===== config.mk =====
export PLATFORM = sky130hd
export DESIGN_NAME = pktgen_top
export DESIGN_NICKNAME = d
export VERILOG_FILES = /design/src/design/pktgen_pkg.sv /design/src/design/pktgen_if.sv /design/src/design/pktgen_ctrl.sv /design/src/design/pktgen_fcs.sv /design/src/design/pktgen_pattern.sv /design/src/design/pktgen_timer.sv /design/src/design/pktgen_top.sv
export SDC_FILE = /design/constraint.sdc
export NUM_CORES = 1
export LEC_CHECK = 0
export ABC_AREA = 1
export BUFFER_PORTS_ARGS = -buffer_cell sky130_fd_sc_hd__buf_4
export CORE_ASPECT_RATIO = 0.7
export CORE_MARGIN = 8
export CORE_UTILIZATION = 50
export CTS_CLUSTER_SIZE = 25
export DETAILED_ROUTE_END_ITERATION = 16
export GPL_ROUTABILITY_DRIVEN = 0
export PLACE_DENSITY_LB_ADDON = 0.05
export SLEW_MARGIN = 20
export SYNTH_ARGS = -nofsm -noshare
export SYNTH_HDL_FRONTEND = slang
export SYNTH_SLANG_ARGS = --single-unit

===== constraint.sdc =====
create_clock -name clk -period 3.8 [get_ports clk]
set_input_delay 0.19 -clock clk [delete_from_list [all_inputs] [get_ports clk]]
set_output_delay 0.19 -clock clk [all_outputs]
set_load 0.01 [all_outputs]

===== src/design/pktgen_pkg.sv =====
/* frame generator shared types */
package pktgen_pkg;

	// data path widths
	typedef logic [31:0] word_t;
	typedef logic [10:0] len_t;
	typedef logic [12:0] addr_t;
	typedef logic [12:0] cnt_t;

	// mode selects
	typedef logic        len_mode_t;
	typedef logic [1:0]  pat_mode_t;

	localparam len_mode_t LEN_INC  = 1'b1;
	localparam pat_mode_t PAT_INC  = 2'd1;
	localparam pat_mode_t PAT_LFSR = 2'd2;

	// generator state machine
	typedef enum logic [2:0] {
		IDLE,
		FRAME,
		FCS,
		GAP,
		DONE
	} gen_state_t;

	// ethernet crc-32, reflected form
	localparam word_t CRC_POLY = 32'hEDB8_8320;
	localparam word_t CRC_INIT = 32'hFFFF_FFFF;

	// payload lfsr, galois form, taps 32 22 2 1
	localparam word_t LFSR_POLY = 32'h8020_0003;
	localparam word_t LFSR_SEED = 32'hACE1_2469;

endpackage


===== src/design/pktgen_if.sv =====
/* frame word stream */
interface pktgen_if
	import pktgen_pkg::*;
	();

	// one word per beat, no back-pressure
	logic  vld;
	logic  sop;
	logic  last;
	word_t data;

	// payload source side
	modport source (output vld, output sop, output last, output data);

	// crc and memory writer side
	modport sink (input vld, input sop, input last, input data);

endinterface


===== src/design/pktgen_ctrl.sv =====
/* generator control fsm */
module pktgen_ctrl
	import pktgen_pkg::*;
	#(
	parameter int GAP_CYCLES = 16
	) (
	input  logic       clk,
	input  logic       i_rst_n,
	input  logic       i_start,
	input  logic       i_last_word,
	input  logic       i_gap_done,
	input  logic       i_all_sent,
	output gen_state_t o_state,
	output logic       o_frame_go,
	output logic       o_fcs_go,
	output logic       o_done
);

	// back-to-back frames when no gap is configured
	localparam bit HAS_GAP = (GAP_CYCLES > 0);

	gen_state_t state_nxt;
	// fcs word sits in the memory register one cycle after fcs_go
	logic       fcs_wr;

	// --------------------------------------------------
	// next state
	always_comb begin
		state_nxt  = o_state;
		o_frame_go = 1'b0;
		case (o_state)
			IDLE: if (i_start) begin
				state_nxt  = FRAME;
				o_frame_go = 1'b1;
			end
			FRAME: if (i_last_word) begin
				state_nxt = FCS;
			end
			FCS: if (i_all_sent) begin
				state_nxt = DONE;
			end else if (HAS_GAP) begin
				state_nxt = GAP;
			end else begin
				state_nxt  = FRAME;
				o_frame_go = 1'b1;
			end
			GAP: if (i_gap_done) begin
				state_nxt  = FRAME;
				o_frame_go = 1'b1;
			end
			// wait for start to drop once done is up
			DONE: if (o_done && !i_start) begin
				state_nxt = IDLE;
			end
			default: state_nxt = IDLE;
		endcase
	end

	// --------------------------------------------------
	// state, fcs strobe, done acknowledge
	always_ff @(posedge clk) begin
		if (!i_rst_n) begin
			o_state  <= IDLE;
			o_fcs_go <= 1'b0;
			fcs_wr   <= 1'b0;
			o_done   <= 1'b0;
		end else begin
			o_state <= state_nxt;
			// last data beat is in flight during FCS, crc ready next cycle
			o_fcs_go <= (o_state == FCS);
			fcs_wr   <= o_fcs_go;
			if (o_state == DONE && o_done && !i_start) begin
				o_done <= 1'b0;
			end else if (o_state == DONE && fcs_wr) begin
				o_done <= 1'b1;
			end
		end
	end

endmodule


===== src/design/pktgen_fcs.sv =====
/* crc-32 append and frame memory writer */
module pktgen_fcs
	import pktgen_pkg::*;
	(
	input  logic       clk,
	input  logic       i_rst_n,
	pktgen_if.sink     snk,
	input  logic       i_fcs_go,
	input  gen_state_t i_state,
	output logic       o_mem_wr,
	output addr_t      o_mem_addr,
	output word_t      o_mem_data,
	output logic       o_mem_sop,
	output logic       o_mem_eop,
	output addr_t      o_last_addr
);

	word_t crc;
	word_t crc_nxt;
	word_t fcs_word;
	addr_t next_addr;
	logic  wr_en;

	// --------------------------------------------------
	// one 32-bit word into a reflected crc
	// bytes go least significant first, bits lsb first
	function automatic word_t crc32_word(input word_t crc_in, input word_t d);
		word_t c;
		c = crc_in;
		for (int i = 0; i < 32; i++) begin
			if (c[0] ^ d[i]) begin
				c = (c >> 1) ^ CRC_POLY;
			end else begin
				c = c >> 1;
			end
		end
		return c;
	endfunction

	// sop restarts the accumulation
	assign crc_nxt = crc32_word(snk.sop ? CRC_INIT : crc, snk.data);

	always_ff @(posedge clk) begin
		if (snk.vld) begin
			crc <= crc_nxt;
		end
		// final value, inverted, held for the fcs cycle
		if (snk.vld && snk.last) begin
			fcs_word <= ~crc_nxt;
		end
	end

	// --------------------------------------------------
	// memory write, data beat or fcs word
	assign wr_en = snk.vld | i_fcs_go;

	always_ff @(posedge clk) begin
		if (wr_en) begin
			o_mem_addr <= next_addr;
			o_mem_data <= i_fcs_go ? fcs_word : snk.data;
		end
	end

	always_ff @(posedge clk) begin
		if (!i_rst_n) begin
			o_mem_wr    <= 1'b0;
			o_mem_sop   <= 1'b0;
			o_mem_eop   <= 1'b0;
			next_addr   <= '0;
			o_last_addr <= '0;
		end else begin
			o_mem_wr  <= wr_en;
			o_mem_sop <= snk.vld & snk.sop;
			o_mem_eop <= i_fcs_go;
			// each run starts at address zero
			if (i_state == IDLE) begin
				next_addr <= '0;
			end else if (wr_en) begin
				next_addr <= next_addr + addr_t'(1);
			end
			// next free address after every fcs word
			if (i_fcs_go) begin
				o_last_addr <= next_addr + addr_t'(1);
			end
		end
	end

endmodule


===== src/design/pktgen_pattern.sv =====
/* frame length and payload source */
module pktgen_pattern
	import pktgen_pkg::*;
	#(
	parameter int MAX_LEN = 500
	) (
	input  logic       clk,
	input  logic       i_rst_n,
	input  logic       i_frame_go,
	input  gen_state_t i_state,
	input  len_t       i_word_idx,
	input  len_mode_t  i_len_mode,
	input  pat_mode_t  i_pat_mode,
	input  len_t       i_base_len,
	input  len_t       i_len_step,
	input  logic [7:0] i_fix_byte,
	output len_t       o_frame_len,
	pktgen_if.source   src
);

	localparam logic [11:0] LEN_LIMIT = 12'(MAX_LEN);

	logic [11:0] len_sum;
	word_t       lfsr;
	word_t       lfsr_nxt;
	word_t       word_nxt;

	// --------------------------------------------------
	// frame length
	assign len_sum = {1'b0, o_frame_len} + {1'b0, i_len_step};

	always_ff @(posedge clk) begin
		if (!i_rst_n) begin
			o_frame_len <= '0;
		end else if (i_frame_go && i_state == IDLE) begin
			o_frame_len <= i_base_len;
		end else if (i_frame_go && i_len_mode == LEN_INC) begin
			// grow per frame, clamp at the limit
			o_frame_len <= (len_sum > LEN_LIMIT) ? len_t'(MAX_LEN) : len_sum[10:0];
		end
	end

	// --------------------------------------------------
	// payload
	assign lfsr_nxt = lfsr[0] ? ((lfsr >> 1) ^ LFSR_POLY) : (lfsr >> 1);

	always_comb begin
		case (i_pat_mode)
			PAT_INC:  word_nxt = word_t'(i_word_idx);
			PAT_LFSR: word_nxt = lfsr_nxt;
			// fixed byte, also for the unused code
			default:  word_nxt = {4{i_fix_byte}};
		endcase
	end

	// lfsr restarts with every run, steps once per data word
	always_ff @(posedge clk) begin
		if (i_frame_go && i_state == IDLE) begin
			lfsr <= LFSR_SEED;
		end else if (i_state == FRAME) begin
			lfsr <= lfsr_nxt;
		end
		if (i_state == FRAME) begin
			src.data <= word_nxt;
		end
	end

	always_ff @(posedge clk) begin
		if (!i_rst_n) begin
			src.vld  <= 1'b0;
			src.sop  <= 1'b0;
			src.last <= 1'b0;
		end else begin
			src.vld  <= (i_state == FRAME);
			src.sop  <= (i_state == FRAME) && (i_word_idx == '0);
			src.last <= (i_state == FRAME) && (i_word_idx == o_frame_len - len_t'(1));
		end
	end

endmodule


===== src/design/pktgen_timer.sv =====
/* frame and gap counters */
module pktgen_timer
	import pktgen_pkg::*;
	#(
	parameter int GAP_CYCLES = 16
	) (
	input  logic       clk,
	input  logic       i_rst_n,
	input  gen_state_t i_state,
	input  len_t       i_frame_len,
	input  cnt_t       i_num_frames,
	output len_t       o_word_idx,
	output logic       o_last_word,
	output logic       o_gap_done,
	output logic       o_all_sent
);

	// wide enough even for a zero gap
	localparam int GW = $clog2(GAP_CYCLES + 2);

	logic [GW-1:0] gap_cnt;
	cnt_t          frame_cnt;

	// last word of the frame, length excludes fcs
	assign o_last_word = (i_state == FRAME) && (o_word_idx == i_frame_len - len_t'(1));
	// gap state lasts exactly GAP_CYCLES cycles
	assign o_gap_done  = (i_state == GAP) && (gap_cnt == GW'(GAP_CYCLES - 1));
	// checked in FCS, count already includes the current frame
	assign o_all_sent  = (frame_cnt >= i_num_frames);

	always_ff @(posedge clk) begin
		if (!i_rst_n || i_state == IDLE) begin
			o_word_idx <= '0;
			gap_cnt    <= '0;
			frame_cnt  <= '0;
		end else begin
			// word index within the frame
			if (i_state == FRAME && !o_last_word) begin
				o_word_idx <= o_word_idx + len_t'(1);
			end else begin
				o_word_idx <= '0;
			end
			// idle cycles between frames
			if (i_state == GAP) begin
				gap_cnt <= gap_cnt + GW'(1);
			end else begin
				gap_cnt <= '0;
			end
			// finished frames
			if (o_last_word) begin
				frame_cnt <= frame_cnt + cnt_t'(1);
			end
		end
	end

endmodule


===== src/design/pktgen_top.sv =====
/* frame generator top */
module pktgen_top
	import pktgen_pkg::*;
	#(
	parameter int GAP_CYCLES = 16,
	parameter int MAX_LEN    = 500
	) (
	input  logic       clk,
	input  logic       i_rst_n,
	input  logic       i_start,
	input  len_mode_t  i_len_mode,
	input  pat_mode_t  i_pat_mode,
	input  len_t       i_base_len,
	input  len_t       i_len_step,
	input  logic [7:0] i_fix_byte,
	input  cnt_t       i_num_frames,
	output logic       o_done,
	output logic       o_mem_wr,
	output addr_t      o_mem_addr,
	output word_t      o_mem_data,
	output logic       o_mem_sop,
	output logic       o_mem_eop,
	output addr_t      o_last_addr
);

	gen_state_t state;
	logic       frame_go;
	logic       fcs_go;
	logic       last_word;
	logic       gap_done;
	logic       all_sent;
	len_t       word_idx;
	len_t       frame_len;

	// payload to crc and memory writer
	pktgen_if u_word_if ();

	pktgen_ctrl #(
		.GAP_CYCLES (GAP_CYCLES)
	) u_ctrl (
		.clk         (clk),
		.i_rst_n     (i_rst_n),
		.i_start     (i_start),
		.i_last_word (last_word),
		.i_gap_done  (gap_done),
		.i_all_sent  (all_sent),
		.o_state     (state),
		.o_frame_go  (frame_go),
		.o_fcs_go    (fcs_go),
		.o_done      (o_done)
	);

	pktgen_timer #(
		.GAP_CYCLES (GAP_CYCLES)
	) u_timer (
		.clk          (clk),
		.i_rst_n      (i_rst_n),
		.i_state      (state),
		.i_frame_len  (frame_len),
		.i_num_frames (i_num_frames),
		.o_word_idx   (word_idx),
		.o_last_word  (last_word),
		.o_gap_done   (gap_done),
		.o_all_sent   (all_sent)
	);

	pktgen_pattern #(
		.MAX_LEN (MAX_LEN)
	) u_pattern (
		.clk         (clk),
		.i_rst_n     (i_rst_n),
		.i_frame_go  (frame_go),
		.i_state     (state),
		.i_word_idx  (word_idx),
		.i_len_mode  (i_len_mode),
		.i_pat_mode  (i_pat_mode),
		.i_base_len  (i_base_len),
		.i_len_step  (i_len_step),
		.i_fix_byte  (i_fix_byte),
		.o_frame_len (frame_len),
		.src         (u_word_if)
	);

	pktgen_fcs u_fcs (
		.clk         (clk),
		.i_rst_n     (i_rst_n),
		.snk         (u_word_if),
		.i_fcs_go    (fcs_go),
		.i_state     (state),
		.o_mem_wr    (o_mem_wr),
		.o_mem_addr  (o_mem_addr),
		.o_mem_data  (o_mem_data),
		.o_mem_sop   (o_mem_sop),
		.o_mem_eop   (o_mem_eop),
		.o_last_addr (o_last_addr)
	);

endmodule


Yosys cells after proc, flatten, opt, wreduce, memory -nomap -nowiden
Cells that the tools add are included.
{"block": "totals", "regBits": 250, "latch_bits": 0, "ram_bits": 0, "mem_bits_ro": 0, "in_bits": 49, "out_inout_bits": 62, "elab_cells": 183, "memories": 0}
{"block": "classes", "addsub": 6, "multipliers": 0, "div": 0, "order_cmp": 2, "n_eq_ne": 12, "shift": 0, "n_mux": 48, "bitwise": 71, "reduce_logical": 23}
{"operator": "$mux W32", "count": 35}
{"operator": "$not A13 Y14", "count": 32}
{"operator": "$pmux W32 S2", "count": 1}
{"operator": "$mux W11", "count": 3}
{"operator": "$not A32 Y32", "count": 1}
{"operator": "$xor A1 B1 Y1", "count": 32}
{"operator": "$add A13 B1 Y13 const B", "count": 2}
{"operator": "$mux W3", "count": 5}
{"operator": "$pmux W3 S5", "count": 1}
{"operator": "$ge A13 B13 Y1", "count": 1}
{"operator": "$add A11 B11 Y12", "count": 1}
{"operator": "$gt A12 B9 Y1 const B", "count": 1}
{"operator": "$add A11 B1 Y11 const B", "count": 1}
{"operator": "$eq A11 B11 Y1", "count": 1}
{"operator": "$logic_and A1 B1 Y1", "count": 11}
{"operator": "$logic_not A11 Y1", "count": 1}
{"operator": "$sub A11 B1 Y11 const B", "count": 1}
{"operator": "$reduce_or A2 Y1", "count": 4}
{"operator": "$eq A3 B2 Y1 const B", "count": 2}
{"operator": "$add A5 B1 Y5 const B", "count": 1}
{"operator": "$eq A5 B4 Y1 const B", "count": 1}
{"operator": "$ne A2 B1 Y1 const B", "count": 2}
{"operator": "$ne A2 B2 Y1 const B", "count": 2}
{"operator": "$not A3 Y4", "count": 1}
{"operator": "14 further kinds", "count": 19}

Longest topological paths before layout
{"block": "depth", "ltp_word": 66, "ltp_mapped": 32, "depth_no_buf": 31}

Hierarchy
A second synthesis with hierarchy kept.
{"block": "hier_totals", "hier_cells": 2252, "area_unflattened_um2": 16814.9}
{"module": "pktgen_fcs", "n_inst": 1, "cells_each": 1343, "area_each_um2": 10015.9}
{"module": "pktgen_pattern", "n_inst": 1, "cells_each": 520, "area_each_um2": 4175.3}
{"module": "pktgen_timer", "n_inst": 1, "cells_each": 341, "area_each_um2": 2313.5}
{"module": "pktgen_ctrl", "n_inst": 1, "cells_each": 48, "area_each_um2": 310.3}

Worst setup path after synthesis
Ideal clock, no wire load.
{"block": "synth_timing", "path_kind": "reg2reg", "startpoint": "register u_pattern.src.sop", "endpoint": "register u_fcs.fcs_word[21] (data pin)", "t_arrival_ps": 2673, "required_ps": 3551, "setup_slack_ps": 877, "stages_incl_launch_ff": 28, "n_path_buf": 3, "cell_sequence": "dfxtp_1 > buf_6 > buf_12 > o21ai_2 > nand2_1 > nand2_2 > inv_2 > nor2_4 > nand3_2 > nand2_1 > nand2_1 > nand2_2 > nand2_1 > nand2_2 > nand2_2 > nand2_2 > nand2_2 > nand2_4 > nand2_1 > nand2_1 > nand2_1 > nand2_1 > buf_6 > nand3_1 > nand2_1 > nand2_1 > nand2_1 > inv_2"}
{"block": "synth_between", "elab_chain_len": 48}
{"element": "from (decl)", "line": "pktgen_if.sv:13", "source": "modport source (output vld, output sop, output last, output data);"}
{"element": "from (signal assigned)", "line": "pktgen_pattern.sv:75", "source": "src.sop <= (i_state == FRAME) && (i_word_idx == '0);"}
{"element": "$mux W32 *", "line": "pktgen_fcs.sv:41", "source": "assign crc_nxt = crc32_word(snk.sop ? CRC_INIT : crc, snk.data);"}
{"element": "$mux W32 *", "line": "pktgen_fcs.sv:31", "source": "if (c[0] ^ d[i]) begin"}
{"element": "$xor A1 B1 Y1, or another cell as far along", "line": "pktgen_fcs.sv:31"}
{"element": "$mux W32 *", "line": "pktgen_fcs.sv:31"}
{"element": "$not A13 Y14 (no source line) / $mux W32 (equally long branches)"}
{"element": "$mux W32 * (3 in series)", "line": "pktgen_fcs.sv:31"}
{"element": "$not A13 Y14 (no source line) / $mux W32 (equally long branches)"}
{"element": "$mux W32 * (6 in series)", "line": "pktgen_fcs.sv:31"}
{"element": "[... 25 more ...]"}
{"element": "$not A13 Y14 (no source line), or another cell as far along"}
{"element": "$mux W32 *", "line": "pktgen_fcs.sv:31"}
{"element": "$not A13 Y14 (no source line) / $mux W32 (equally long branches)"}
{"element": "$mux W32 * (2 in series)", "line": "pktgen_fcs.sv:31"}
{"element": "$not A13 Y14 (no source line) / $xor A1 B1 Y1 (equally long branches)"}
{"element": "$mux W32 *", "line": "pktgen_fcs.sv:31"}
{"element": "net u_fcs.crc_nxt[21]", "line": "pktgen_fcs.sv:19", "source": "word_t crc_nxt;"}
{"element": "$not A32 Y32 *", "line": "pktgen_fcs.sv:49", "source": "fcs_word <= ~crc_nxt;"}
{"element": "to (signal assigned)", "line": "pktgen_fcs.sv:49"}
{"element": "to (decl)", "line": "pktgen_fcs.sv:20", "source": "word_t fcs_word;"}
Mark *: on every way through the listed nets, which the timed path passes.
A chain may end at the register's enable or synchronous reset.

Worst setup path after layout
{"block": "layout_timing", "startpoint": "register u_pattern.src.data[3]", "endpoint": "register u_fcs.crc[4] (data pin)"}
{"block": "layout_between", "elab_chain_len": 40}
{"element": "from (decl)", "line": "pktgen_if.sv:13"}
{"element": "from (signal assigned)", "line": "pktgen_pattern.sv:64", "source": "src.data <= word_nxt;"}
{"element": "$xor A1 B1 Y1 *", "line": "pktgen_fcs.sv:31"}
{"element": "$mux W32 * (6 in series)", "line": "pktgen_fcs.sv:31"}
{"element": "$xor A1 B1 Y1 / $mux W32 (equally long branches)", "line": "pktgen_fcs.sv:31"}
{"element": "$mux W32 * (2 in series)", "line": "pktgen_fcs.sv:31"}
{"element": "$not A13 Y14 (no source line)"}
{"element": "$mux W32 *", "line": "pktgen_fcs.sv:31"}
{"element": "$not A13 Y14 (no source line)"}
{"element": "$mux W32 * (2 in series)", "line": "pktgen_fcs.sv:31"}
{"element": "[... 10 more ...]"}
{"element": "$mux W32 * (6 in series)", "line": "pktgen_fcs.sv:31"}
{"element": "$not A13 Y14 (no source line) / $mux W32 (equally long branches)"}
{"element": "$mux W32 *", "line": "pktgen_fcs.sv:31"}
{"element": "branches (longest 1 deep; another with $xor A1 B1 Y1)"}
{"element": "$mux W32 * (3 in series)", "line": "pktgen_fcs.sv:31"}
{"element": "$not A13 Y14 (no source line) / $xor A1 B1 Y1 (equally long branches)"}
{"element": "$mux W32 * (2 in series)", "line": "pktgen_fcs.sv:31"}
{"element": "net u_fcs.crc_nxt[4]", "line": "pktgen_fcs.sv:19"}
{"element": "to (signal assigned)", "line": "pktgen_fcs.sv:45", "source": "crc <= crc_nxt;"}
{"element": "to (decl)", "line": "pktgen_fcs.sv:18", "source": "word_t crc;"}
Marks and branches as above.

==> flow_results.org <==
** STA
- For the finished layout, the period the worst path requires is around 3700 ps.
- The hold violation total from the final report came to 0.
- Clock skew on the completed layout was measured at approximately 15 ps.
- Slew of the pin with the lowest slew margin :: about 910 ps
- Once routing completed, OpenROAD measured the worst setup slack at roughly 100 ps.
- Setup repair after global routing could not meet its margin everywhere.
- Relative slew margins :: 39.65%
- The final number of max-transition violations is 0.
- Total Negative Setup Slacks :: 0 ps
- Timing would allow up to about 0.27 GHz.
- Final period util :: a little over nine tenths
- Number of setup violations in the final report :: 0

** Critical path
- The kind of cell with the highest combined delay along the critical path is simple AND/OR/NAND/NOR gates.
- Of all nets on the critical path, the largest fanout is 8.
- In this run the number of cells on the critical path is 23.
- The worst setup path is launched from a flop.
- Most repeated library cell on the critical path :: nand2_1
- The critical path in this run is classified as flop to flop.
- STA puts the critical path data arrival time at ~4000 ps.
- Depth of the worst register-to-register path :: 23
- Critical-path cell with the highest stage delay :: edfxtp_1
- Critical path required time :: 4090 ps
- Worst path buffer plus inverter count :: 3
- Worst stage delay on the critical path :: ~540 ps
- Ordered cell list for the critical path :: inv_1, nand2_2, nand2_4, nand2_1, nand2_1, nand2_1, nand2_4, nand2_1, nand2_2, buf_4, nand2_1, nand2_1, xor2_1, or2_2, nand2_1, nand2_1, nand3_1, nand2_1, nand2_1, nand2_1, nand2_1, nand2_1, inv_1
- Kind of capture point of the worst setup path :: flop

** Finish
- Fin nets :: ~2300
- Measured on the finished design, the core utilization comes to between 50% and 60%.
- The filler cells instantiated in the layout total 2866.
- 0 antenna diodes ended up in the layout.
- Sequential standard cell area :: approximately 6400 um2
- Filler-free cell count of the finished design :: ~2600
- In the final layout, the multi-input gates occupy 8368 um2.
- Share of layout cells above drive strength 1 :: around 20%
- From synthesis to final layout, the design area changed by 18.26%.

** Routing
- Total wirelength of the detailed-routed design :: approximately 48000 um
- Detailed router's first-iteration violation count :: between 1500 and 2000
- Post-detailed-route count of antenna-violating nets :: 0
- For this run, design rule violations remaining after detail routing come to 0.
- In the final routed layout, each cell accounts on average for 18.27 um.
- Via/cell ratio :: 5.280
- The detailed router placed 13807 vias in this run.
- The first TritonRoute pass finished after 5 iterations.

** GRT
- Total congestion overflow after global routing :: 0
- The number of antenna violations at the first check in global routing came to 0.
- The first global-routing pass estimated between 70000 and 80000 um of wire.
- Overall fraction of global-route tracks in use :: about 25%
- The number of global-route vias before repair was about 13000.
- Entering global routing, the biggest net connects just over 60 pins.

** Clock network
- The tree is rooted in a clkbuf_16.
- Clock-pin slew was measured on the worst setup and hold paths at ~60 ps.
- In this run the deepest clock path goes through 3 buffers.
- Clock tree sinks :: 250
- In this run the number of H-tree levels came out at 1.
- TritonCTS clock tree :: done
- TritonCTS buffer count :: 26
- Clock latency at the later pin of the worst-skew pair :: between 500 and 600 ps

** Synthesis
- Yosys mapped the design onto between 50 and 60 distinct sky130hd cell types.
- Summing the areas of all compound-gate instances in the mapped netlist gives under 10% of the synthesized area.
- Synth Area in XOR/XNOR :: between 10% and 20%
- Yosys top cell area share :: 26.83%
- Sequential element share of the synthesized area :: roughly two fifths
- After Yosys synthesis, full adders, half adders and majority gates account for about 2.7% of the synthesized area.
- Post-synthesis register bit count :: 250
- FFs w/ async S/R, synth :: 0%
- In the post-synthesis netlist, the biggest area contributors are edfxtp_1 27%, nand2_1 14%, dfxtp_1 14%, xor2_1 7.7%, nand3_1 5.0%.
- The mapped netlist covers roughly 16000 um2.
- Area leader, netlist :: edfxtp_1
- Post-synthesis mux area share :: 0%
- The number of nets in the synthesized netlist is around 2100.
- In the synthesized netlist, the number of instances is 2013.
- Ys Warns :: 0
- Library cell with the highest instance count after synthesis :: nand2_1
- Summing the areas of all and, or, nand and nor instances in the mapped netlist gives between 30% and 40% of the synthesized area.
- Yosys mapped a number of flops with a built-in enable equal to approximately 140.
- The commonest cells after synthesis are 593 x nand2_1, 206 x inv_1, 159 x nand3_1.
- The average instance in the mapped netlist occupies about 8 um2.
- For this run, the leading register cell type out of synthesis is edfxtp_1.
- After synthesis, the largest family of logic cells by area is simple AND/OR/NAND/NOR gates.

** Floorplan
- Initial core utilization :: 50.67%
- ~110 I/O pins were placed.
- The die is roughly 160 um tall.
- After floorplanning, the core was divided into 54 placement rows.
- Horizontal extent of the die :: ~230 um
- Core Region :: 31150 um2
- The die covers between 30000 and 40000 um2.

** Place
- Total instance count after detailed placement :: 2547
- The count of buffers added on input and output ports is between 100 and 150.
- Half-perimeter wire length after placement :: roughly 37000 um
- Worst-case setup slack after placement :: about 16 ps

** Outcome
- The run finished with clean final reports.

** Min path
- The worst hold path belongs to the class primary input to flop.
- Hold path cells :: 3

** Job
- Max-cap violations :: 0
[worst paths after layout]
check	startpoint	endpoint	slack, ps
setup / recovery	u_pattern.src.data[3]	u_fcs.crc[4]	100
hold / removal	i_base_len[3]	u_pattern.o_frame_len[3]	20
setup reg to reg	u_pattern.src.data[3]	u_fcs.crc[4]	100
hold reg to reg	u_fcs.next_addr[12]	u_fcs.o_mem_addr[12]	440
[through the flow]
step / hold WS [ps] / instance area, um2
2_1_floorplan: 287.6 / 15780
3_3_place_gp: 421.3 / 17310
3_5_place_dp: 417.1 / 17310
4_1_cts: 0.1773 / 18410
5_1_grt: 24.89 / 18670
6_report: 23.82 / 18670
[logic make-up (layout without fill, tap and decap cells)]
group	count (synthesis)	in the layout
and+or+nand+nor	1055	1055
buffers and inverters	295	477
AOI/OAI and AO/OA	197	197
adders and majority gates	34	34
DFF	250	250
xor gates and xnor gates	182	182
[layout make-up]
type                            count  area share [%]
Clock buffer                       31           3.754
Timing Repair Buffer              177           7.521
Multi-Input combinational cell   1468           44.83
Clock inverter                     16           1.501
Tap cell                          420           2.815
Sequential cell                   250           34.40
Inverter                          253           5.181
[routing by layer]
metal / share of wire (%) / GRT usage [%] / vias up
met4: 2.4 / 5.848 / 0
met2: 38 / 34.01 / 583
met3: 11 / 7.276 / 54
li1: - / - / 6783
met1: 48 / 37.28 / 6387
met5: 0 / 0 / -
[layout by cell type, fill, tap and decap left out, types with 13 or more instances in the layout]
| cell type | netlist | layout |
|---|---|---|
| nand2_1 | 593 | 584 |
| inv_1 | 206 | 205 |
| buf_4 | 2 | 160 |
| nand3_1 | 159 | 154 |
| edfxtp_1 | 141 | 141 |
| xor2_1 | 139 | 135 |
| nor2_1 | 121 | 119 |
| dfxtp_1 | 109 | 107 |
| nand2_2 | 75 | 79 |
| o21ai_0 | 75 | 75 |
| a21oi_1 | 73 | 73 |
| inv_2 | 38 | 38 |
| nand2_4 | 31 | 36 |
| ha_1 | 33 | 33 |
| o211ai_1 | 30 | 30 |
| clkbuf_16 | 0 | 27 |
| xnor2_1 | 28 | 26 |
| nand3_2 | 13 | 17 |
| xor2_2 | 10 | 13 |
| nor3_1 | 15 | 13 |
[state kept, by name (all words and copies together), names as in the netlist, 3 cells and up]
signal and count:
u_fcs.next_addr 13, u_ctrl.o_state 3, u_timer.o_word_idx 11, u_fcs.o_mem_addr 13, u_pattern.lfsr 32, u_fcs.crc 32, u_pattern.o_frame_len 11, u_fcs.o_mem_data 32
u_timer.gap_cnt 5, u_fcs.fcs_word 32, u_timer.frame_cnt 13, u_pattern.src.data 32, u_fcs.o_last_addr 13
[repair_timing]
action	in CTS	in global routing
hold buffers	12	0
setup endpoints to repair	0	56
endpoints found under the hold margin	18	0
resized for setup	0	37
buffers inserted	0	9
[worst register-to-register path: cells and delay by family (launching register included)]
kind	cells	cell delay, ps
flip-flops	1	540
AND/OR/NAND/NOR	19	2130
XOR/XNOR	1	390
buffers and inverters	3	400
Power is left out: the tool's default activity adds up to more than one toggle a clock period on the data nets, which glitch-free logic cannot reach.
